File: src/design/lsu_config.svh
`ifndef LSU_CONFIG_SVH
`define LSU_CONFIG_SVH

// data and address width
`define LSU_XLEN 32

// ram geometry in words
`define LSU_RAM_WORDS 256
`define LSU_RAM_AW 8

`endif
File: src/design/lsu_pkg.sv
package lsu_pkg;

  typedef enum logic [1:0] {
    size_byte = 2'd0,
    size_half = 2'd1,
    size_word = 2'd2
  } access_size_e;

  // one request in flight, loads pass through st_read
  typedef enum logic [1:0] {
    st_idle = 2'd0,
    st_read = 2'd1,
    st_resp = 2'd2
  } lsu_state_e;

endpackage

File: src/design/load_extend.sv
`timescale 1ns/100ps
`include "lsu_config.svh"

module load_extend (
  input  lsu_pkg::access_size_e size,
  input  logic                  is_unsigned,
  input  logic [1:0]            offset,
  input  logic [`LSU_XLEN-1:0]  rdata,
  output logic [`LSU_XLEN-1:0]  value
);
  import lsu_pkg::*;

  logic [`LSU_XLEN-1:0] shifted;
  logic                 ext;

  always_comb begin
    // addressed lane down to bit 0
    shifted = rdata >> {offset, 3'b000};
    ext = 1'b0;
    case (size)
      size_byte: begin
        ext = ~is_unsigned & shifted[7];
        value = {{(`LSU_XLEN-8){ext}}, shifted[7:0]};
      end
      size_half: begin
        ext = ~is_unsigned & shifted[15];
        value = {{(`LSU_XLEN-16){ext}}, shifted[15:0]};
      end
      default: begin
        value = rdata;
      end
    endcase
  end

endmodule

File: config.mk
export PLATFORM = sky130hd
export DESIGN_NAME = load_extend
export DESIGN_NICKNAME = d
export VERILOG_FILES = /design/src/design/lsu_pkg.sv /design/src/design/load_extend.sv
export VERILOG_INCLUDE_DIRS = /design/src /design/src/design
export SDC_FILE = /design/constraint.sdc
export NUM_CORES = 1
export LEC_CHECK = 0
export BUFFER_PORTS_ARGS = -buffer_cell sky130_fd_sc_hd__buf_2
export CAP_MARGIN = 20
export CORE_AREA = 10 10 58 60
export DETAILED_ROUTE_END_ITERATION = 10
export DIE_AREA = 0 0 68 70
export PLACE_DENSITY = 0.76
export REMOVE_ABC_BUFFERS = 1
export SKIP_LAST_GASP = 1
export SLEW_MARGIN = 20
export SYNTH_ARGS = -nofsm -noshare
export SYNTH_HDL_FRONTEND = slang
export SYNTH_SLANG_ARGS = --single-unit
File: constraint.sdc
create_clock -name vclk -period 2
set_input_delay 0.4 -clock vclk [all_inputs]
set_output_delay 0.4 -clock vclk [all_outputs]
set_load 0.02 [all_outputs]
==> flow_summary_export.csv <==
group,metric,value,unit
detailed_routing,wire_per_inst,16.3,µm
layout,syn_to_final_growth,78.9,%
detailed_routing,viasPerCell,5.29,
timing,setup_slack,-0.182,ns
detailed_routing,routed_wl,3.55,mm
clock_tree,post_cts_buffers,0,
global_route,antenna_found_initial,0,
layout,drive_gt1_share,52.7,%
timing,tightest_slew,0.671,ns
critical_path,cpPeakStageDelay,0.54,ns
detailed_routing,top_layer,"met3",
yosys,yosysUniqueCellTypes,23,
timing,hold_violations,0,
yosys,synth_area,741,µm²
layout,final_nets,227,
detailed_routing,wl_met2,1.79,mm
layout,fin_area,1330,µm²
detailed_routing,drtAntennaViolNets,0,
detailed_routing,drc,0,
placed_design,hpwlAfterDp,2.81,mm
floorplanning,die_area,4760,µm²
floorplanning,core,2340,µm²
floorplanning,start_util,31.6,%
yosys,synth_area_per_cell,6.55,µm²
placed_design,gp_congestion,0.921,
timing,rsz0062_at_grt,"yes",
yosys,yosys_warnings,0,
flow_run,drv_cap,0,
detailed_routing,drt-initial-drc-count,65,
floorplanning,die_w,68,µm
yosys,muxShareOfSynthArea,14.0,%
power,cellLeakagePower,0.000714,µW
critical_path,crit_slowest_cell,"mux4_2",
yosys,yosys.area_share.xor_xnor,0,%
critical_path,end_kind,"primary output",
global_route,grt_pass1_wl,5.52,mm
layout,n_fill_cell,249,
layout,clkbuf_count,0,
critical_path,crit_buf_inv,3,
run_status,status,"complete, but fails checks",
layout,diodes,0,
detailed_routing,vias,1154,
yosys,yosysSeqAreaShare,0,%
detailed_routing,firstDrtPassIters,4,
detailed_routing,met3_length,350,µm
yosys,syn_inst,113,
timing,maxSlewHeadroom,55.2,%
yosys,synthSimpleGateAreaFrac,25.0,%
placed_design,portBuffers,69,
critical_path,path_class,"input pin to primary output",
min_path,worst_hold_path_type,"input pin to primary output",
yosys,synth-compound-area-share,50.8,%
critical_path,cp_num_cells,6,
run_status,violations,"setup timing",
floorplanning,io-pin-count,69,
critical_path,start_kind,"input pin",
floorplanning,dieHeight,70,µm
global_route,grt_pass1_vias,1170,
floorplanning,rows,18,
placed_design,placed_area,1200,µm²
min_path,min_path_cells,4,
critical_path,cp.arrival,1.78,ns
layout,multi_input_area,704,µm²
timing,fmax,0.458,GHz
yosys,synth_top_family_by_area,"compound AO/OA/AOI/OAI gates",
timing,slew_viol_final,0,
global_route,overflow,0,
layout,regArea,0,µm²
global_route,grt_usage,13.6,%
power,powerDensity,317,nW/µm²
critical_path,cp.required,1.60,ns
timing,holdWs,1.11,ns
power,vdd_drop_max,0.000170,V
timing,report.final.setup_viol,23,
yosys,synthAdderAreaFrac,0,%
layout,design.seq.count,0,
critical_path,cp_top_family,"multiplexers",
global_route,grt_max_degree,23,
critical_path,path_max_fanout,8,
critical_path,crit_chain,"buf_8 > mux4_2 > a221oi_4 > buf_6 > o21ai_1 > buf_4",
timing,period_needed,2.18,ns
timing,min_period_over_period,109,%
detailed_routing,wirelength_met1,1.41,mm
## cells in the mapped netlist (2+ instances only)
library cell,instances,area (µm²)
inv_1,3,11.3
buf_6,2,22.5
a22o_1,6,52.6
o2bb2ai_1,6,52.6
o31ai_1,7,52.6
clkbuf_1,10,37.5
nand3b_1,7,52.6
nand2_1,28,105
mux2i_1,7,70.1
o211a_1,7,70.1
a2bb2oi_1,2,17.5
nor2b_1,2,12.5
o21ai_0,7,35.0
o21ai_1,10,50.1
## area by class of cell
class / count / area share [%]
Multi-Input combinational cell: 97 / 53.2
Timing Repair Buffer: 87 / 42.6
Tap cell: 30 / 2.83
Inverter: 4 / 1.42
## worst paths after layout
check / endpoint / from / slack, ns
setup / recovery: value[23] / offset[1] / -0.18
hold / removal: value[24] / rdata[24] / 1.11
## cell families after synthesis
kind of cell / count (synthesis)
buf+inv: 16
simple gates: 39
mux: 9
compound gates: 49
## metrics by stage
step                      utilization [%]  TNS, ns  setup WS [ns]  total power [µW]  cells
after detailed placement             51.2    -4.98         -0.241               377    218
final                                56.6    -3.22         -0.182               419    218
after global placement               51.2    -4.63         -0.220               373    218
after floorplan                         -    -2.21         -0.196               197    101
after CTS                            55.4    -3.13         -0.173               411    218
after global routing                 56.6    -4.32         -0.229               451    218
## power by group
group	switching (µW)	internal, µW	total [µW]
combinational	235	185	419
sequential	0	0	0
clock	0	0	0
## cells in the final DEF, fill, tap and decap left out
master,netlist,layout
a22o_1,6,6
nor2b_1,2,2
buf_8,0,1
nand3b_1,7,7
o21bai_1,1,1
o2bb2ai_1,6,6
o21ai_2,0,6
o31ai_1,7,7
nand3_1,1,1
buf_6,2,13
mux4_2,1,1
and4b_1,1,1
clkinv_1,1,1
a211oi_2,0,1
a221oi_4,1,1
o21ai_0,7,1
a2bb2oi_1,2,2
buf_2,0,58
o21ai_1,10,10
buf_4,0,15
mux2_2,1,1
o211a_1,7,7
nand2_1,28,28
inv_1,3,2
mux2i_1,7,7
clkinvlp_4,0,1
a21oi_4,0,1
## what timing repair did
action / CTS / global route
pin swaps: 2 / 0
hold endpoints to repair: 0 / 0
cloned: 0 / 0
hold buffers: 0 / 0
gates resized for setup: 33 / 6
setup endpoints to repair: 23 / 25
## layer usage
| layer | vias up | track usage [%] |
|---|---|---|
| met5 | - | 0 |
| met2 | 40 | 23.9 |
| li1 | 582 | - |
| met3 | 0 | 4.15 |
| met1 | 532 | 16.4 |
| met4 | 0 | 0.447 |
Note: power is estimated with default switching activity, not from simulation.
