### config.mk
export PLATFORM = sky130hd
export DESIGN_NAME = store_align
export DESIGN_NICKNAME = d
export VERILOG_FILES = /design/src/design/lsu_pkg.sv /design/src/design/store_align.sv
export VERILOG_INCLUDE_DIRS = /design/src /design/src/design
export SDC_FILE = /design/constraint.sdc
export NUM_CORES = 1
export LEC_CHECK = 0
export BUFFER_PORTS_ARGS = -buffer_cell sky130_fd_sc_hd__clkbuf_2
export CAP_MARGIN = 30
export CORE_MARGIN = 5
export CORE_UTILIZATION = 33
export DETAILED_ROUTE_END_ITERATION = 12
export PLACE_DENSITY = 0.92
export SYNTH_ARGS = -nofsm -noshare
export SYNTH_HDL_FRONTEND = slang
export SYNTH_SLANG_ARGS = --single-unit
export TNS_END_PERCENT = 20
### constraint.sdc
create_clock -name vclk -period 0.95
set_clock_uncertainty 0.1 [all_clocks]
set_input_delay 0.0475 -clock vclk [all_inputs]
set_output_delay 0.0475 -clock vclk [all_outputs]
set_load 0.05 [all_outputs]
### src/design/lsu_config.svh
`ifndef LSU_CONFIG_SVH
`define LSU_CONFIG_SVH

// data and address width
`define LSU_XLEN 32

// ram geometry in words
`define LSU_RAM_WORDS 256
`define LSU_RAM_AW 8

`endif
### src/design/lsu_pkg.sv
package lsu_pkg;

  typedef enum logic [1:0] {
    size_byte = 2'd0,
    size_half = 2'd1,
    size_word = 2'd2
  } access_size_e;

  // one request in flight, loads pass through st_read
  typedef enum logic [1:0] {
    st_idle = 2'd0,
    st_read = 2'd1,
    st_resp = 2'd2
  } lsu_state_e;

endpackage

### src/design/store_align.sv
`timescale 1ns/100ps
`include "lsu_config.svh"

module store_align (
  input  lsu_pkg::access_size_e size,
  input  logic [1:0]            offset,
  input  logic [`LSU_XLEN-1:0]  wdata,
  output logic [`LSU_XLEN-1:0]  lane_data
);
  import lsu_pkg::*;

  always_comb begin
    case (size)
      // lanes outside the byte enables are masked by the ram
      size_byte: begin
        lane_data = {{(`LSU_XLEN-8){1'b0}}, wdata[7:0]} << {offset, 3'b000};
      end
      size_half: begin
        lane_data = {{(`LSU_XLEN-16){1'b0}}, wdata[15:0]} << {offset[1], 4'b0000};
      end
      default: begin
        lane_data = wdata;
      end
    endcase
  end

endmodule

==> out/results.txt, run 1 <==
Status -> aborted with a tool error
Halt Stage -> clock tree synthesis (4_1_cts)
Stop err -> [ERROR DPL-0038] Utilization greater than 100%, impossible to legalize
Initial Utilization -> 34.4%
Top cells by area, synth -> a221oi_2, a21oi_1, a22o_1, nand2_1, and2_1
Area leader, netlist -> a221oi_2
Cts hold-fix bufs -> 0
Final HPWL DP -> 2.19 mm
Die Height -> 49.6 um
Placed cells -> 159
Gpl congestion -> 0.761
Syn Inst Count -> 69
Syn. warnings -> 0
Post-CTS resize count -> 66
Synth cell count leaders -> a21oi_1, nand2_1, a221oi_2, a22o_1, and2_1
Register area share after synthesis -> 0%
Post-synthesis cell type count -> 14
Yosys top cell area share -> 23.2%
Row cnt -> 14
Setup Buffers After CTS -> 1
Synth Area per Inst -> 7.51 um2
Chip width -> 49.6 um
Syn Nets -> 105
# IOs -> 68
Syn Std Cell Area -> 518 um2
Port bufs -> 68
## per-stage QoR
stage / TNS, ns / utilization, % / hold WS (ns) / worst slack [ns] / area (um2)
after floorplan: -2.58 / - / 0.180 / -0.104 / 887
after global placement: -15.17 / 85.4 / 0.444 / -0.480 / 1290
after detailed placement: -16.09 / 85.4 / 0.453 / -0.525 / 1290
## kinds of logic after synthesis
logic type	Yosys count	share of synthesized area [%]
buffers and inverters	8	14.0
AOI/OAI and AO/OA	33	55.8
and+or+nand+nor	28	30.2
==> run 2, diff against run 1 <==
Settings changed: CORE_AREA set to 5 5 66 68, CORE_MARGIN 5 to unset, CORE_UTILIZATION 33 to unset, DIE_AREA set to 0 0 71 73, PLACE_DENSITY 0.92 to unset, PLACE_DENSITY_LB_ADDON set to 0.15.
==> out/results.txt, run 2 <==
Status -> finished with violations
Failing checks -> setup timing
Die Height -> 73 um (+47%)
Diodes inserted -> 0
Max_slew headroom -> 76.4%
Post-route ant nets -> 0
Max Slew Vio Count -> 0
Area occupied by registers -> 0 um2
Syn Nets -> 105 (unchanged)
CP dominant cell by count -> buf_12
Residual DRC -> 0
Total track usage -> 11.0%
Wirelength per Cell -> 15.0 um
Syn. warnings -> 0 (unchanged)
Max_cap viols -> 0
Synth cell count leaders -> a21oi_1, nand2_1, a221oi_2, a22o_1, and2_1
Vias in the first global route -> 982
Leak Pwr -> 0.000768 uW
Fin nets -> 186
Post-layout min period -> 1.17 ns
PnR worst setup slack -> -0.220 ns
Pin count of the biggest net entering global routing -> 16
F_max -> 855 MHz
Syn Inst Count -> 69 (unchanged)
Gpl congestion -> 0.655 (-14%)
# clk buffers -> 0
Placed cells -> 195 (+23%)
Yosys top cell area share -> 23.2% (unchanged)
Row cnt -> 23 (+9)
First-pass DRT Iterations -> 4
Unrepaired setup endpoints after global routing -> yes
Final wirelength -> 2.97 mm
Peak fanout along the critical path -> 7
Setup TNS -> -5.02 ns
Worst hold start -> wdata[16]
Port bufs -> 68 (unchanged)
Final setup violating endpoints -> 32
Via-to-Cell Ratio -> 4.28
Drt first-iter violations -> 21
Slowest stage delay, CP -> 0.22 ns
Most frequent cells in the layout -> clkbuf_2, nand2_1, a21oi_4, buf_12, buf_4
Register area share after synthesis -> 0% (unchanged)
Arrival time at the worst endpoint -> 1.02 ns
Multi-input logic area -> 803 um2
Total Power -> 1400 uW
HP Class -> in2out
Cell Area, Placed -> 1530 um2 (+19%)
Synth Area per Inst -> 7.51 um2 (unchanged)
First-pass GRT wire length -> 4.75 mm
Fin cells -> 198
Area grow syn2layout -> 248%
IR drop worst, VDD -> 0.000362 V
Cell chain of the critical path -> buf_6 -> nor2b_4 -> buf_12 -> nor2_8 -> buf_12 -> a22o_4 -> buf_12
Required time of the critical path -> 0.80 ns
Die area -> 5180 um2
Crit path kind -> in2out
Worst slew pin tran -> 0.353 ns
Syn Std Cell Area -> 518 um2 (unchanged)
Final HPWL DP -> 2.46 mm (+12%)
Chip width -> 71 um (+43%)
Post-synthesis cell type count -> 14 (unchanged)
PD cells -> 777 nW/um2
Startpoint type of the worst setup path -> input port
Initial Utilization -> 13.6% (-21 points)
Share of layout cells above drive strength 1 -> 88.5%
Fill cell count -> 367
Crit end category -> primary output
Top cells by area, synth -> a221oi_2, a21oi_1, a22o_1, nand2_1, and2_1
Final period util -> 123%
Final hold violations -> 0
# IOs -> 68 (unchanged)
Global route overflow -> 0
Seq_cells -> 0
Hold Crit Endpoint -> lane_data[16]
Final Cell Area -> 1800 um2
Cts hold-fix bufs -> 0 (unchanged)
Hold path depth -> 3
Area leader, netlist -> a221oi_2
Core footprint -> 3800 um2
Crit path max-delay cell type -> a22o_4
Vias post-DR -> 848
Initial antenna violation count -> 0
Commonest non-fill, non-tap cell in the layout -> clkbuf_2
run 2: final cells by class:
class | count | share of cell area (%)
multi-input combinational | 61 | 44.6
tap | 50 | 3.47
timing repair buffer | 87 | 51.9
run 2: through the flow:
stage               setup slack [ns]  hold slack (ns)  utilization [%]
global placement              -0.543            0.349             40.2
finish                        -0.220            0.343             47.4
detailed placement            -0.552            0.342             40.2
CTS                           -0.242            0.346             45.9
global route                  -0.261            0.356             47.4
floorplan                     -0.104            0.180                -
run 2: critical path: cells and delay by family:
family	cells	cell delay [ns]
buffers and inverters	4	0.52
AO/OA/AOI/OAI	1	0.22
AND/OR/NAND/NOR	2	0.23
run 2: cells by family after synthesis:
family	count (synthesis)	synth area share [%]
AND/OR/NAND/NOR	28	30.2
buffers and inverters	8	14.0
AO/OA/AOI/OAI	33	55.8
run 2: worst max path at each step:
stage	from	end
floorplan	size[0]	lane_data[10]
global placement	offset[0]	lane_data[12]
CTS	offset[0]	lane_data[23]
finish	size[0]	lane_data[23]
detailed placement	offset[0]	lane_data[21]
global route	offset[0]	lane_data[23]
run 2: power breakdown:
part	switching [uW]	total [uW]	leakage [uW]	internal [uW]
registers	0	0	0	0
logic	761	1400	0.000768	638
clock network	0	0	0	0
total	761	1400	0.000768	638
run 2: routing by layer:
metal	vias up	global-route usage, %	routed length (um)
met5	-	0	0
met4	0	0	0
met3	0	0.964	103
met2	25	22.6	1730
met1	409	13.1	1140
li1	414	-	-
run 2: what timing repair did:
action	4_1_cts	5_1_grt
buffers inserted	2	0
pin swaps	7	5
endpoints found under the setup margin	32	32
cloned	0	1
gates resized for setup	41	18
(Power assumes the default switching activity.)
