**config.mk**
```make
export PLATFORM = sky130hd
export DESIGN_NAME = agu
export DESIGN_NICKNAME = d
export VERILOG_FILES = /design/src/design/rv_isa_pkg.sv /design/src/design/agu.sv
export VERILOG_INCLUDE_DIRS = /design/src /design/src/design
export SDC_FILE = /design/constraint.sdc
export NUM_CORES = 1
export LEC_CHECK = 0
export BUFFER_PORTS_ARGS = -buffer_cell sky130_fd_sc_hd__buf_4
export CORE_ASPECT_RATIO = 0.7
export CORE_MARGIN = 5
export CORE_UTILIZATION = 42
export DETAILED_ROUTE_END_ITERATION = 10
export PLACE_DENSITY = 0.85
export RECOVER_POWER = 25
export SLEW_MARGIN = 10
export SYNTH_ARGS = -nofsm -noshare
export SYNTH_HDL_FRONTEND = slang
export SYNTH_SLANG_ARGS = --single-unit
```
**constraint.sdc**
```tcl
create_clock -name vclk -period 5.8
set_input_delay 1.16 -clock vclk [all_inputs]
set_output_delay 1.16 -clock vclk [all_outputs]
set_load 0.005 [all_outputs]
```
**src/design/lsu_config.svh**
```systemverilog
`ifndef LSU_CONFIG_SVH
`define LSU_CONFIG_SVH

// data and address width
`define LSU_XLEN 32

// ram geometry in words
`define LSU_RAM_WORDS 256
`define LSU_RAM_AW 8

`endif
```
**src/design/rv_isa_pkg.sv**
```systemverilog
package rv_isa_pkg;

  // request operations seen by the memory stage
  typedef enum logic [3:0] {
    op_lb     = 4'd0,
    op_lh     = 4'd1,
    op_lw     = 4'd2,
    op_lbu    = 4'd3,
    op_lhu    = 4'd4,
    op_sb     = 4'd5,
    op_sh     = 4'd6,
    op_sw     = 4'd7,
    op_jal    = 4'd8,
    op_jalr   = 4'd9,
    op_branch = 4'd10,
    op_auipc  = 4'd11
  } mem_op_e;

  // mcause codes for address misalignment
  typedef enum logic [3:0] {
    exc_instr_misalign = 4'd0,
    exc_load_misalign  = 4'd4,
    exc_store_misalign = 4'd6
  } exc_cause_e;

endpackage

```
**src/design/agu.sv**
```systemverilog
`timescale 1ns/100ps
`include "lsu_config.svh"

module agu (
  input  rv_isa_pkg::mem_op_e    op,
  input  logic [`LSU_XLEN-1:0]   pc,
  input  logic [`LSU_XLEN-1:0]   rs1,
  input  logic [`LSU_XLEN-1:0]   imm,
  output logic [`LSU_XLEN-1:0]   address,
  output logic [3:0]             byteenable,
  output logic                   exception,
  output rv_isa_pkg::exc_cause_e ecause,
  output logic [`LSU_XLEN-1:0]   etval
);
  import rv_isa_pkg::*;

  logic                 misalign;
  logic                 is_load;
  logic                 is_store;
  logic [`LSU_XLEN-1:0] base;

  always_comb begin
    is_load = op inside {op_lb, op_lh, op_lw, op_lbu, op_lhu};
    is_store = op inside {op_sb, op_sh, op_sw};

    // pc relative for jal, branch and auipc
    base = (op inside {op_jal, op_branch, op_auipc}) ? pc : rs1;
    address = base + imm;
    if (op == op_jalr) begin
      address[0] = 1'b0;
    end

    misalign = 1'b0;
    byteenable = 4'b0000;
    case (op)
      op_lb, op_lbu, op_sb: begin
        byteenable = 4'b0001 << address[1:0];
      end
      op_lh, op_lhu, op_sh: begin
        misalign = address[0];
        byteenable = address[1] ? 4'b1100 : 4'b0011;
      end
      op_lw, op_sw, op_jal, op_jalr, op_branch: begin
        misalign = |address[1:0];
        byteenable = 4'b1111;
      end
      default: begin
        byteenable = 4'b0000;
      end
    endcase
    if (misalign) begin
      byteenable = 4'b0000;
    end

    // jump targets keep the instruction misalign cause
    exception = misalign;
    ecause = exc_instr_misalign;
    etval = '0;
    if (misalign) begin
      etval = address;
      if (is_load) begin
        ecause = exc_load_misalign;
      end else if (is_store) begin
        ecause = exc_store_misalign;
      end
    end
  end

endmodule

```
==> parameters.txt <==
Parameter                              Value

Global routing
  Largest net degree at the start of global routing ... 33
  Total routing resource utilization after global routing ... 0.2215
  Antenna violations before repair ... 0
  Remaining Overflow, GRT ... 0
  Via count of the first global-routing pass ... 3,441
  Wire length of the first global-routing pass ... 15,880 µm

Finish
  Count of clock-net buffers in the final layout ... 0
  Sequential cell count of the final layout ... 0
  Area grow syn2layout ... 49.49%
  Fill count ... 591
  Fraction of final layout cells sized beyond drive strength 1 ... 0.4111
  Combined area of the multi-input logic cells ... 2714 µm²
  Diodes inserted ... 0
  Sequential standard cell area ... 0 µm²
  Final-stage net count ... 694

Drt
  Routed via count ... 3,576
  Ratio of routed vias to standard cells ... 5.493
  Count of nets left with antenna violations after detail routing ... 0
  Aggregate routed wire length ... 10,360 µm
  Routed length on met2 ... 4791 µm
  Routed wirelength normalized by instance count ... 15.92 µm
  Top Layer Used ... met4
  Drc violations ... 0
  1st-iter DRT viols ... 192
  Met1 Routed Length ... 4593 µm
  Number of optimization iterations in the first detailed-route pass ... 5
  Met3 Wirelength ... 834 µm

Min path
  Tightest Hold Check Type ... primary input to primary output

Logic synthesis
  Unique masters post-synth ... 58
  Top cells by area, synth ... sky130_fd_sc_hd__ha_1, sky130_fd_sc_hd__mux2_2, sky130_fd_sc_hd__a21oi_1
  Average size of a mapped cell ... 7.067 µm²
  Leading cell type by number of instances after synthesis ... sky130_fd_sc_hd__a21oi_1
  Cells after synthesis ... 401
  Fraction of post-synthesis cell area in the top cell type by area ... 0.1501
  Part of the Yosys area used for sequential elements ... 0
  Total of warnings raised by yosys ... 0
  Cell area after synthesis ... 2834 µm²
  Synth area leader ... sky130_fd_sc_hd__ha_1
  Synth cell count leaders ... sky130_fd_sc_hd__a21oi_1, sky130_fd_sc_hd__ha_1, sky130_fd_sc_hd__nand2_1

Setup path
  Sum of buffers and inverters on the critical path ... 3
  Sort of element at the start of the critical path ... primary input
  Critical-path top delay cell ... sky130_fd_sc_hd__fa_1
  Worst Path Arrival ... 4.52 ns
  Crit Path Category ... primary input to primary output
  Endpoint required time on the critical path ... 4.64 ns
  Max incr delay on CP ... 0.44 ns
  Cell class contributing the biggest share of worst-path delay ... compound AO/OA/AOI/OAI gates
  Top fanout value on the critical path ... 20
  Cell Chain, Critical Path ... buf_4, nor2b_4, nor2b_4, buf_12, mux2_2, fa_1, a21o_1, a221oi_4, nand4b_4, a21oi_2, o41a_4, a21boi_4, mux2_1, buf_4
  Critical path endpoint category ... primary output

Placement
  HPWL after detailed placement ... 8838 µm
  Buffers on Ports ... 171
  Final weighted congestion in routability-driven placement ... 0.9065

Timing
  Worst rel slew slack ... 0.6457
  Sum Neg Setup Slack ... 0 ns
  Setup Viol. Count Final ... 0
  Portion of the clock cycle consumed by the worst path in the final layout ... 0.9792
  Shortest period the worst path allows ... 5.679 ns
  Worst hold margin ... 2.760 ns
  Number of hold-slack violations in the final timing report ... 0
  Max Fclk ... 176.1 MHz
  Final number of max-transition violations ... 0
  Slew of the pin with the lowest slew margin ... 0.5314 ns

Floorplan
  Die width ... 108.2 µm
  Number of primary I/O pins ... 173
  Height of the chip ... 78.73 µm
  Core area ... 6663 µm²
  Rows ... 25
  Die area ... 8516 µm²
  Initial Util ... 0.4254

Clocking
  Cts hold-fix bufs ... 0

Power
  Static Leak ... 2.124 nW
  Design Power ... 0.0006599 W
  Areal power density over the cells ... 155.8 nW/µm²
  IR Drop Worst-Case VDD ... 91.84 µV

Run
  Maxcap violations ... 0

Run status
  Run status ... complete, no violations
-- metal layers --
| layer | vias to the layer above | GRT usage |
|---|---|---|
| met5 | - | 0 |
| met4 | 0 | 0.03279 |
| met3 | 14 | 0.01950 |
| met2 | 162 | 0.3921 |
| met1 | 1636 | 0.2980 |
| li1 | 1764 | - |
-- path summary, 6_finish.rpt --
kind	startpoint	endpoint	slack [ns]	cells past startpoint
max	op[2]	etval[26]	0.12	14
min	op[3]	ecause[2]	2.76	4
-- repair_timing --
| action | in CTS | in global routing |
|---|---|---|
| endpoints found under the hold margin | 0 | 0 |
| setup endpoints to repair | 1 | 5 |
| gates resized for setup | 0 | 2 |
| setup buffers | 1 | 1 |
| pin swaps | 1 | 1 |
-- area by class of cell --
type                            instances  share of cell area
Tap cell                               94             0.02776
Inverter                                9            0.007974
Multi-Input combinational cell        366              0.6406
Timing Repair Buffer                  182              0.3237
-- where the power goes --
| group | leakage [nW] | switching, W | internal (W) |
|---|---|---|---|
| clock network | 0 | 0 | 0 |
| logic | 2.12 | 0.000315 | 0.000345 |
| registers | 0 | 0 | 0 |
| total | 2.12 | 0.000315 | 0.000345 |
-- kinds of logic after synthesis --
group | count (synthesis) | synth area share
XOR/XNOR | 31 | 0.09581
AND/OR/NAND/NOR | 133 | 0.2389
other | 1 | 0.001323
multiplexers | 38 | 0.1492
adder cells (fa/ha/maj) | 35 | 0.1572
AO/OA/AOI/OAI | 127 | 0.3046
buffers and inverters | 36 | 0.05298
-- metrics by stage --
step | cell area, µm² | cells | util | setup slack, ns
after floorplan | 2843 | 402 | - | 0.006705
after global placement | 4213 | 649 | 0.6323 | 0.1048
after detailed placement | 4213 | 649 | 0.6323 | 0.004355
after CTS | 4220 | 650 | 0.6334 | 0.007522
after global routing | 4237 | 651 | 0.6359 | -0.006497
final | 4237 | 651 | 0.6359 | 0.1209
-- layout by cell type, fill, tap and decap left out, drive strengths merged, types with 9 or more instances in the layout --
cell / instances
o21ai: 28
nand2: 34
xor2: 10
a21o: 23
and2: 27
nor2: 33
inv: 9
mux2: 34
a21oi: 40
ha: 34
buf: 174
xnor2: 21
Power figures use the tool's default switching activity.
