$ cat src/design/lsu_config.svh
`ifndef LSU_CONFIG_SVH
`define LSU_CONFIG_SVH

// data and address width
`define LSU_XLEN 32

// ram geometry in words
`define LSU_RAM_WORDS 256
`define LSU_RAM_AW 8

`endif
$ cat src/design/lsu_pkg.sv
package lsu_pkg;

  typedef enum logic [1:0] {
    size_byte = 2'd0,
    size_half = 2'd1,
    size_word = 2'd2
  } access_size_e;

  // one request in flight, loads pass through st_read
  typedef enum logic [1:0] {
    st_idle = 2'd0,
    st_read = 2'd1,
    st_resp = 2'd2
  } lsu_state_e;

endpackage

$ cat src/design/rv_isa_pkg.sv
package rv_isa_pkg;

  // request operations seen by the memory stage
  typedef enum logic [3:0] {
    op_lb     = 4'd0,
    op_lh     = 4'd1,
    op_lw     = 4'd2,
    op_lbu    = 4'd3,
    op_lhu    = 4'd4,
    op_sb     = 4'd5,
    op_sh     = 4'd6,
    op_sw     = 4'd7,
    op_jal    = 4'd8,
    op_jalr   = 4'd9,
    op_branch = 4'd10,
    op_auipc  = 4'd11
  } mem_op_e;

  // mcause codes for address misalignment
  typedef enum logic [3:0] {
    exc_instr_misalign = 4'd0,
    exc_load_misalign  = 4'd4,
    exc_store_misalign = 4'd6
  } exc_cause_e;

endpackage

$ cat src/design/lsu_ctrl.sv
`timescale 1ns/100ps
`include "lsu_config.svh"

module lsu_ctrl (
  input  logic                   clock,
  input  logic                   rst,
  input  logic                   req_valid,
  output logic                   req_ready,
  output logic                   rsp_valid,
  input  logic                   rsp_ready,
  output logic [`LSU_XLEN-1:0]   rsp_value,
  output logic                   rsp_exception,
  output rv_isa_pkg::exc_cause_e rsp_ecause,
  output logic [`LSU_XLEN-1:0]   rsp_etval,
  input  rv_isa_pkg::mem_op_e    op,
  input  logic [`LSU_XLEN-1:0]   address,
  input  logic [3:0]             byteenable,
  input  logic                   exception,
  input  rv_isa_pkg::exc_cause_e ecause,
  input  logic [`LSU_XLEN-1:0]   etval,
  input  logic [`LSU_XLEN-1:0]   lane_data,
  input  logic [`LSU_XLEN-1:0]   load_value,
  output lsu_pkg::access_size_e  size,
  output logic [1:0]             offset,
  output lsu_pkg::access_size_e  reg_size,
  output logic                   reg_unsigned,
  output logic [1:0]             reg_offset,
  output logic                   ram_we,
  output logic [3:0]             ram_be,
  output logic                   ram_re,
  output logic [`LSU_RAM_AW-1:0] ram_addr,
  output logic [`LSU_XLEN-1:0]   ram_wdata
);
  import rv_isa_pkg::*;
  import lsu_pkg::*;

  lsu_state_e state;
  logic       accept;
  logic       is_load;
  logic       is_store;
  logic       is_jump;
  logic       dec_unsigned;

  always_comb begin
    is_load = op inside {op_lb, op_lh, op_lw, op_lbu, op_lhu};
    is_store = op inside {op_sb, op_sh, op_sw};
    is_jump = op inside {op_jal, op_jalr, op_branch, op_auipc};
    dec_unsigned = op inside {op_lbu, op_lhu};
    case (op)
      op_lb, op_lbu, op_sb: size = size_byte;
      op_lh, op_lhu, op_sh: size = size_half;
      default: size = size_word;
    endcase
  end

  assign req_ready = (state == st_idle);
  assign rsp_valid = (state == st_resp);
  assign accept = req_valid & req_ready;
  assign offset = address[1:0];

  // ram access fires on the accepting edge, never on a misaligned request
  assign ram_we = accept & is_store & ~exception;
  assign ram_re = accept & is_load & ~exception;
  assign ram_be = byteenable;
  assign ram_addr = address[`LSU_RAM_AW+1:2];
  assign ram_wdata = lane_data;

  always_ff @(posedge clock) begin
    if (rst) begin
      state <= st_idle;
    end else begin
      case (state)
        st_idle: begin
          if (accept) begin
            state <= (is_load && !exception) ? st_read : st_resp;
          end
        end
        st_read: state <= st_resp;
        st_resp: begin
          if (rsp_ready) begin
            state <= st_idle;
          end
        end
        default: state <= st_idle;
      endcase
    end
  end

  always_ff @(posedge clock) begin
    if (accept) begin
      reg_size <= size;
      reg_unsigned <= dec_unsigned;
      reg_offset <= address[1:0];
      rsp_exception <= exception;
      rsp_ecause <= ecause;
      rsp_etval <= etval;
      // stores and faults return zero
      rsp_value <= (is_jump && !exception) ? address : '0;
    end
    if (state == st_read) begin
      rsp_value <= load_value;
    end
  end

endmodule

$ cat config.mk
export PLATFORM = sky130hd
export DESIGN_NAME = lsu_ctrl
export DESIGN_NICKNAME = d
export VERILOG_FILES = /design/src/design/lsu_pkg.sv /design/src/design/rv_isa_pkg.sv /design/src/design/lsu_ctrl.sv
export VERILOG_INCLUDE_DIRS = /design/src /design/src/design
export SDC_FILE = /design/constraint.sdc
export NUM_CORES = 1
export LEC_CHECK = 0
export BUFFER_PORTS_ARGS = -buffer_cell sky130_fd_sc_hd__buf_2
export CAP_MARGIN = 15
export CELL_PAD_IN_SITES_DETAIL_PLACEMENT = 1
export CELL_PAD_IN_SITES_GLOBAL_PLACEMENT = 2
export CORE_ASPECT_RATIO = 2
export CORE_MARGIN = 5
export CORE_UTILIZATION = 22
export CTS_CLUSTER_SIZE = 40
export DETAILED_ROUTE_END_ITERATION = 7
export GPL_ROUTABILITY_DRIVEN = 1
export PLACE_DENSITY_LB_ADDON = 0.2
export RECOVER_POWER = 50
export SLEW_MARGIN = 20
export SYNTH_ARGS = -nofsm -noshare
export SYNTH_HDL_FRONTEND = slang
export SYNTH_SLANG_ARGS = --single-unit
$ cat constraint.sdc
create_clock -name clock -period 8.6 [get_ports clock]
set_input_delay 1.72 -clock clock [delete_from_list [all_inputs] [get_ports clock]]
set_output_delay 1.72 -clock clock [all_outputs]
set_load 0.01 [all_outputs]
==> flow_summary.toml, run 1 <==
[power_and_ir_drop]
finalPower_mw = 0.9481
p_per_area_nw_per_um2 = 227.6
leakagePower_nw = 1.654
vdd_drop_max_v = 0.0001099

[detailed_routing]
num_vias = 2157
viasPerCell = 4.002
drc = 0
wirelength_um = 9801
ant_nets = 0
wl_per_cell_um = 18.18
first_pass_iters = 3
dr.first_iter.drc_count = 53

[logic_synthesis]
async_flop_share = 0
seq_area_frac_synth = 0.7279
ys_types = 21
syn_avg_cell_area_um2 = 16.62
synth_most_common_cell = "edfxtp_1"
netlist.area_leader.share = 0.7150
yosys_warnings = 0
synth_ff_type = "edfxtp_1"
ys_top_cells_by_area = "edfxtp_1 71%, buf_4 11%, a22o_1 9.0%"
synth-edff-count = 74
yosys.area.top_type = "edfxtp_1"
syn_area_um2 = 3108
synthTopCellsByCount = "74 x edfxtp_1, 46 x buf_4, 32 x a22o_1"
syn_nets = 332
synth_cells = 187
ys_ff_latch = 76

[floorplanning]
ioPinCount = 271
initial_utilization = 0.2237
die_h_um = 178.1
chipWidth_um = 94.05
dieArea_um2 = 16750
row_count = 61
core_area_um2 = 13890

[hold_path]
hp-class = "flop to flop"

[sta]
worst_pin_slew_ns = 2.730
maxSlewHeadroom = -0.8266
drv_slew = 49
fin_worst_skew_ns = 0.006063
hold_ws_ns = 0.7191
fin_crit_ns = 5.660
fmax_ghz = 0.1767
hold_violations = 0
grt_setup_unrepaired = "false"
finalCritPeriodShare = 0.6581
setup_tns_ns = 0
setup_viol = 0

[cts]
ctsRootBufferMaster = "clkbuf_16"
cts_buffers = 9
clkTransAtPathRegs_ns = 0.06
cts_max_path_buffers = 2
hold_buffers = 0
cts-htree-levels = 3
cts_tree = "done"
cts-resized-gates = 0
insertion_delay_ns = 0.33
postCtsSetupBuffers = 0
clock-sinks = 76

[placed_design]
dpl_cell_area_um2 = 3969
dp_hpwl_um = 7922
numPortBuffers = 198
gp_congestion = 0.6739
dp_cells = 523

[worst_setup_path]
rrSetupSlack_ns = 5.63
start_kind = "primary input"
end_kind = "output port"
cp.required_ns = 6.88
path_class = "primary input to output port"
crit_arrival_ns = 3.94
cp_max_fo = 15

[global_routing]
grt-ovfl-total = 0
grt_max_degree = 34
grt_util_all_layers = 0.1119
grt_pass1_wl_um = 13510
antenna_found_initial = 0
grt_pass1_vias = 2404

[layout]
fin_area_um2 = 4167
multi_input_area_um2 = 436.7
nFillCells = 1586
area_delta_synth_final_pct = 34.06
seqCellArea_um2 = 2262
nNetsFinal = 490
diodes = 0
fin_cells = 539
drive_gt1_frac = 0.3943

[status]
status = "finished with violations"
violations = "max-capacitance violations, max-slew violations"

[flow_run]
maxCapViolations = 2
-- path summary, 6_finish.rpt --
kind,from,to,depth (start not counted)
setup / recovery,req_valid,ram_re,4
hold / removal,state[0]$_SDFFE_PP0P_,state[1]$_SDFFE_PP0P_,2
setup reg to reg,state[0]$_SDFFE_PP0P_,rsp_value[28]$_DFFE_PP_,2
hold reg to reg,state[0]$_SDFFE_PP0P_,state[1]$_SDFFE_PP0P_,2
-- cell families (layout without fill, tap and decap cells) --
| logic type | Yosys count | after routing | share of synthesized area |
|---|---|---|---|
| AO/OA/AOI/OAI | 37 | 37 | 0.1010 |
| XOR/XNOR | 1 | 1 | 0.002819 |
| buffers and inverters | 53 | 216 | 0.1292 |
| flip-flops | 76 | 76 | 0.7279 |
| multiplexers | 1 | 1 | 0.003221 |
| AND/OR/NAND/NOR | 19 | 19 | 0.03583 |
-- per-layer routing --
layer	vias up	share of wire	GRT usage
li1	984	-	-
met3	33	0.072	0.02913
met1	1022	0.31	0.09786
met5	-	0	0
met4	0	0.036	0.06209
met2	118	0.58	0.2204
-- sequential cells by signal (all words and copies together), names as in the netlist --
register / cells
reg_offset: 2
reg_unsigned: 1
rsp_exception: 1
rsp_value: 32
reg_size: 2
rsp_etval: 32
state: 2
rsp_ecause: 4
-- cell type report --
cell class | instances | share of cell area
multi-input combinational | 58 | 0.1048
clock buffer | 9 | 0.05405
clock inverter | 7 | 0.02372
timing repair buffer | 200 | 0.2177
tap | 189 | 0.05676
sequential | 76 | 0.5429
-- layout by cell type (no fill, tap or decap), drive strengths merged, types with 2 or more instances in the layout --
master / synthesis / routed
nor2: 9 / 9
nand2: 2 / 2
bufinv: 0 / 2
a22o: 32 / 32
inv: 0 / 2
clkbuf: 3 / 88
a21o: 2 / 2
buf: 50 / 121
nor2b: 2 / 2
edfxtp: 74 / 74
dfxtp: 2 / 2
clkinv: 0 / 2
-- report_power, final --
group	switching [mW]	leakage [nW]	internal, mW
Sequential	0.00731	0.740	0.439
Clock	0.151	0.156	0.256
Combinational	0.0584	0.757	0.0362
Total	0.216	1.65	0.732
-- worst max-delay path, stage by stage --
cell	delay [ns]
clkbuf_1	0.10
nor3b_1	1.61
and3_1	0.37
buf_2	0.14
-- metrics by stage --
step                worst slack (ns)    util
detailed placement             3.687  0.2857
floorplan                      1.421       -
global route                   2.723  0.2999
finish                         2.940  0.2999
CTS                            3.678  0.3090
global placement               3.716  0.2857
No activity file was read; power rests on OpenSTA's default activity.
==> run 2: changes to the inputs <==
--- a/config.mk
+++ b/config.mk
@@ -12,7 +12,7 @@
 export CELL_PAD_IN_SITES_GLOBAL_PLACEMENT = 2
 export CORE_ASPECT_RATIO = 2
 export CORE_MARGIN = 5
-export CORE_UTILIZATION = 22
+export CORE_UTILIZATION = 19
 export CTS_CLUSTER_SIZE = 40
 export DETAILED_ROUTE_END_ITERATION = 7
 export GPL_ROUTABILITY_DRIVEN = 1
==> constraint.sdc (replaced) <==
create_clock -name clock -period 5.09 [get_ports clock]
set_input_delay 1.018 -clock clock [delete_from_list [all_inputs] [get_ports clock]]
set_output_delay 1.018 -clock clock [all_outputs]
set_load 0.01 [all_outputs]
==> flow_summary.toml, run 2 (synthesized netlist as in run 1, its figures left out) <==
[sta]
worst_pin_slew_ns = 1.550
setup_ws_ns = 1.885
drv_slew = 9
setup_viol = 0
hold_violations = 0
grt_setup_unrepaired = "false"
fmax_ghz = 0.3120
setup_tns_ns = 0
maxSlewHeadroom = -0.04770
fin_crit_ns = 3.205
fin_worst_skew_ns = 0.01150
finalCritPeriodShare = 0.6297

[detailed_routing]
drc = 0
viasPerCell = 3.857
num_vias = 2137
wl_per_cell_um = 17.89
first_pass_iters = 4
ant_nets = 0
wirelength_um = 9913
dr.first_iter.drc_count = 27

[worst_setup_path]
rr_endpoint = "rsp_value[11]$_DFFE_PP_"
crit_arrival_ns = 2.19
cp.required_ns = 4.07
r2r-start = "state[1]$_SDFFE_PP0P_"
start_kind = "primary input"
end_kind = "output port"
cp_max_fo = 44
reg2regPathDepth = 4
rrSetupSlack_ns = 2.43
path_class = "primary input to output port"

[layout]
drive_gt1_frac = 0.4743
multi_input_area_um2 = 439.2
diodes = 0
post-route-util = 0.2603
layout_commonest_cell = "buf_2"
seqCellArea_um2 = 2262
nFillCells = 1879
area_delta_synth_final_pct = 35.55
reg_top3 = "rsp_etval x32, rsp_value x32, rsp_ecause x4"
nNetsFinal = 491
fin_cells = 554
layout_common_cells = "148 x buf_2, 74 x edfxtp_1, 50 x clkbuf_1, 32 x a22o_1, 9 x clkbuf_16"

[floorplanning]
row_count = 66
die_h_um = 190.9
chipWidth_um = 100.4
dieArea_um2 = 19170
core_area_um2 = 16190
initial_utilization = 0.1920
ioPinCount = 271

[cts]
cts_tree = "done"
clkTransAtPathRegs_ns = 0.06
hold_buffers = 0
cts_max_path_buffers = 2
ctsRootBufferMaster = "clkbuf_16"
cts-resized-gates = 0
cts_buffers = 9
cts-htree-levels = 3
clock-sinks = 76
postCtsSetupBuffers = 0
insertion_delay_ns = 0.34

[global_routing]
antenna_found_initial = 0
grt_max_degree = 45
grt_pass1_vias = 2454
grt-ovfl-total = 0
grt_util_all_layers = 0.1016
grt_pass1_wl_um = 13850

[hold_path]
worstHoldPathCells = 2
min_to = "state[1]$_SDFFE_PP0P_"
hp-start = "state[0]$_SDFFE_PP0P_"
hp-class = "flop to flop"

[flow_run]
maxCapViolations = 1

[status]
violations = "max-capacitance violations, max-slew violations"
status = "finished with violations"

[power_and_ir_drop]
p_per_area_nw_per_um2 = 375.0
leakagePower_nw = 1.737
vdd_drop_max_v = 0.0001372

[placed_design]
dp_cells = 539
dp_hpwl_um = 7965
place_ws_ns = 1.865
numPortBuffers = 198
gp_congestion = 0.7052
## run 2: changes by cell type in the layout (fill, tap and decap cells not counted)
cell	delta
clkinv_4	-1
nor2_4	+1
clkinv_1	+2
nor2_1	-1
nor2b_4	-1
clkbuf_1	-29
nor2b_2	+1
buf_4	+1
buf_2	+29
inv_6	-2
## run 2: cell type report
type	instances	share of cell area
Sequential cell	76	0.5370
Timing Repair Buffer	201	0.2257
Multi-Input combinational cell	58	0.1042
Tap cell	204	0.06059
Clock buffer	9	0.05346
Clock inverter	6	0.01901
## run 2: layer usage
metal,vias up,GRT usage,part of all wire
met1,978,0.08966,0.32
met5,-,0,0
met3,36,0.03149,0.078
met2,137,0.1879,0.56
met4,0,0.07161,0.046
li1,986,-,-
## run 2: worst max path at each step
stage	start	end	slack [ns]
floorplan	req_valid	ram_re	0.91
global placement	req_valid	ram_re	1.89
detailed placement	req_valid	ram_re	1.86
CTS	req_valid	ram_re	1.85
global route	req_valid	ram_re	1.75
finish	req_valid	ram_re	1.88
## run 2: metrics by stage
stage | power [mW] | cell area [µm²] | hold slack, ns
after CTS | 1.629 | 4302 | 0.7637
final | 1.580 | 4213 | 0.7185
after global placement | 0.9454 | 3996 | 0.7581
after global routing | 1.651 | 4213 | 0.7570
after detailed placement | 0.9481 | 3996 | 0.7491
after floorplan | 0.8670 | 3113 | 0.6440
## run 2: critical path, stage by stage
cell and delay, ns:
buf_2 0.09, nor3b_1 0.19, buf_4 0.49, and3_1 0.26, buf_2 0.13
## run 2: power breakdown
part	total (mW)	switching (mW)	leakage [nW]	internal, mW
sequential	0.753	0.0120	0.740	0.741
clock	0.661	0.239	0.146	0.422
combinational	0.165	0.0993	0.850	0.0662
==> run 3: changes to the inputs <==
--- a/config.mk
+++ b/config.mk
@@ -6,13 +6,14 @@
 export SDC_FILE = /design/constraint.sdc
 export NUM_CORES = 1
 export LEC_CHECK = 0
+export ABC_AREA = 1
 export BUFFER_PORTS_ARGS = -buffer_cell sky130_fd_sc_hd__buf_2
 export CAP_MARGIN = 15
 export CELL_PAD_IN_SITES_DETAIL_PLACEMENT = 1
 export CELL_PAD_IN_SITES_GLOBAL_PLACEMENT = 2
 export CORE_ASPECT_RATIO = 2
 export CORE_MARGIN = 5
-export CORE_UTILIZATION = 19
+export CORE_UTILIZATION = 21
 export CTS_CLUSTER_SIZE = 40
 export DETAILED_ROUTE_END_ITERATION = 7
 export GPL_ROUTABILITY_DRIVEN = 1
==> constraint.sdc (replaced) <==
create_clock -name clock -period 3.3 [get_ports clock]
set_input_delay 0.66 -clock clock [delete_from_list [all_inputs] [get_ports clock]]
set_output_delay 0.66 -clock clock [all_outputs]
set_load 0.01 [all_outputs]
==> flow_summary.toml, run 3 <==
[worst_setup_path]
reg2regPathDepth = 3
start_kind = "flop"
rr_endpoint = "rsp_value[4]$_DFFE_PP_"
cp.buffers_inverters = 2
cp.required_ns = 2.64
crit_arrival_ns = 1.64
critPathSlowestCell = "inv_2"
cp_cell_sequence = "inv_2 > nand2_1 > nor2_1 > buf_2"
path_class = "flop to output port"
cp_max_fo = 35
cp_top_family = "buffers and inverters"
end_kind = "output port"
r2r-start = "state[1]$_SDFFE_PP0P_"
rrSetupSlack_ns = 1.27
cp_slowest_stage_delay_ns = 0.45

[sta]
finalCritPeriodShare = 0.6955
maxSlewHeadroom = 0.4494
setup_viol = 0
fin_worst_skew_ns = 0.004224
drv_slew = 0
hold_violations = 0
setup_tns_ns = 0
fmax_ghz = 0.4357
fin_crit_ns = 2.295
worst_pin_slew_ns = 0.8229
grt_setup_unrepaired = "false"

[placed_design]
numPortBuffers = 198
dp_hpwl_um = 8507
dp_cells = 608
gp_congestion = 0.7276

[global_routing]
antenna_found_initial = 0
grt_pass1_wl_um = 15930
grt-ovfl-total = 0
grt_max_degree = 43
grt_pass1_vias = 2796
grt_util_all_layers = 0.1179

[layout]
drive_gt1_frac = 0.3638
diodes = 0
fin_cells = 624
layout_common_cells = "135 x buf_2, 74 x edfxtp_1, 65 x nand3_1, 65 x clkbuf_1, 43 x nand2_1"
area_delta_synth_final_pct = 32.16
nNetsFinal = 566
nFillCells = 1816
layout_commonest_cell = "buf_2"
reg_top3 = "rsp_etval x32, rsp_value x32, rsp_ecause x4"

[floorplanning]
dieArea_um2 = 18290
ioPinCount = 271
die_h_um = 186.3
core_area_um2 = 15290
chipWidth_um = 98.16
row_count = 64
initial_utilization = 0.2134

[logic_synthesis]
synth-edff-count = 74
ys_ff_latch = 76
async_flop_share = 0
syn_area_um2 = 3264
synth_cells = 267
netlist.area_leader.share = 0.6807
syn_nets = 412
ys_types = 15
synth_most_common_cell = "edfxtp_1"
ys_top_cells_by_area = "edfxtp_1 68%, buf_4 11%, nand3_1 10%"
seq_area_frac_synth = 0.6930
synthXorXnorAreaFrac = 0
yosys.area.top_type = "edfxtp_1"
yosys_warnings = 0
synth_ff_type = "edfxtp_1"
synth_top_family_by_area = "simple AND/OR/NAND/NOR gates"
muxShareOfSynthArea = 0
syn_avg_cell_area_um2 = 12.23
yosys.area_share.simple = 0.1648
synthTopCellsByCount = "74 x edfxtp_1, 65 x nand3_1, 49 x buf_4"
synth-compound-area-share = 0.006133
synth_fa_ha_area_frac = 0

[cts]
insertion_delay_ns = 0.33
cts_tree = "done"
clock-sinks = 76
cts_buffers = 9
postCtsSetupBuffers = 0
hold_buffers = 0
clkTransAtPathRegs_ns = 0.06
cts-resized-gates = 0
cts_max_path_buffers = 2
ctsRootBufferMaster = "clkbuf_16"
cts-htree-levels = 3

[detailed_routing]
drc = 0
wl_per_cell_um = 17.52
wirelength_um = 10930
ant_nets = 0
num_vias = 2540
first_pass_iters = 4
viasPerCell = 4.071
dr.first_iter.drc_count = 62

[hold_path]
hp-start = "etval[1]"
hp-class = "primary input to flop"
worstHoldPathCells = 1
min_to = "rsp_etval[1]$_DFFE_PP_"

[flow_run]
maxCapViolations = 0

[power_and_ir_drop]
vdd_drop_max_v = 0.0002075
leakagePower_nw = 1.870
p_per_area_nw_per_um2 = 528.5

[status]
status = "complete, no violations"
[run 3: how the worst max path moves through the flow]
stage | start | to | depth (start not counted)
finish | state[1]$_SDFFE_PP0P_ | ram_re | 4
global route | state[1]$_SDFFE_PP0P_ | ram_re | 4
CTS | state[1]$_SDFFE_PP0P_ | ram_re | 4
detailed placement | exception | rsp_value[29]$_DFFE_PP_ | 5
global placement | exception | rsp_value[29]$_DFFE_PP_ | 5
floorplan | state[0]$_SDFFE_PP0P_ | reg_offset[0]$_DFFE_PP_ | 4
[run 3: power breakdown]
part / switching [mW] / internal, mW
clock network: 0.370 / 0.504
logic: 0.161 / 0.0913
registers: 0.0172 / 1.14
total: 0.548 / 1.73
[run 3: metrics by stage]
stage               worst slack [ns]  total power, mW  cell area [µm²]    util  hold WS [ns]
floorplan                      1.336            1.330             3264       -        0.5647
global placement               1.082            1.446             4131  0.2701        0.8370
detailed placement             1.099            1.452             4131  0.2701        0.8384
CTS                           0.8982            2.355             4393  0.2872        0.4747
global route                  0.7176            2.397             4314  0.2821        0.4796
finish                         1.005            2.280             4314  0.2821        0.5002
[run 3: routing by layer]
layer,vias up,track usage,part of all wire
li1,1197,-,-
met1,1157,0.1092,0.33
met2,147,0.2203,0.55
met3,39,0.04223,0.084
met4,0,0.06102,0.035
met5,-,0,0
[run 3: kinds of logic (layout without fill, tap and decap cells)]
family                 Yosys count  after routing
buffers and inverters           68            227
flip-flops                      76             76
AO/OA/AOI/OAI                    4              4
AND/OR/NAND/NOR                119            119
[run 3: layout make-up]
cell class | count | area [µm²] | share of cell area
Clock buffer | 11 | 232.7 | 0.05394
Clock inverter | 5 | 28.78 | 0.006671
Timing Repair Buffer | 202 | 942.2 | 0.2184
Sequential cell | 76 | 2262 | 0.5244
Multi-Input combinational cell | 123 | 566.8 | 0.1314
Inverter | 9 | 33.78 | 0.007831
Tap cell | 198 | 247.7 | 0.05742
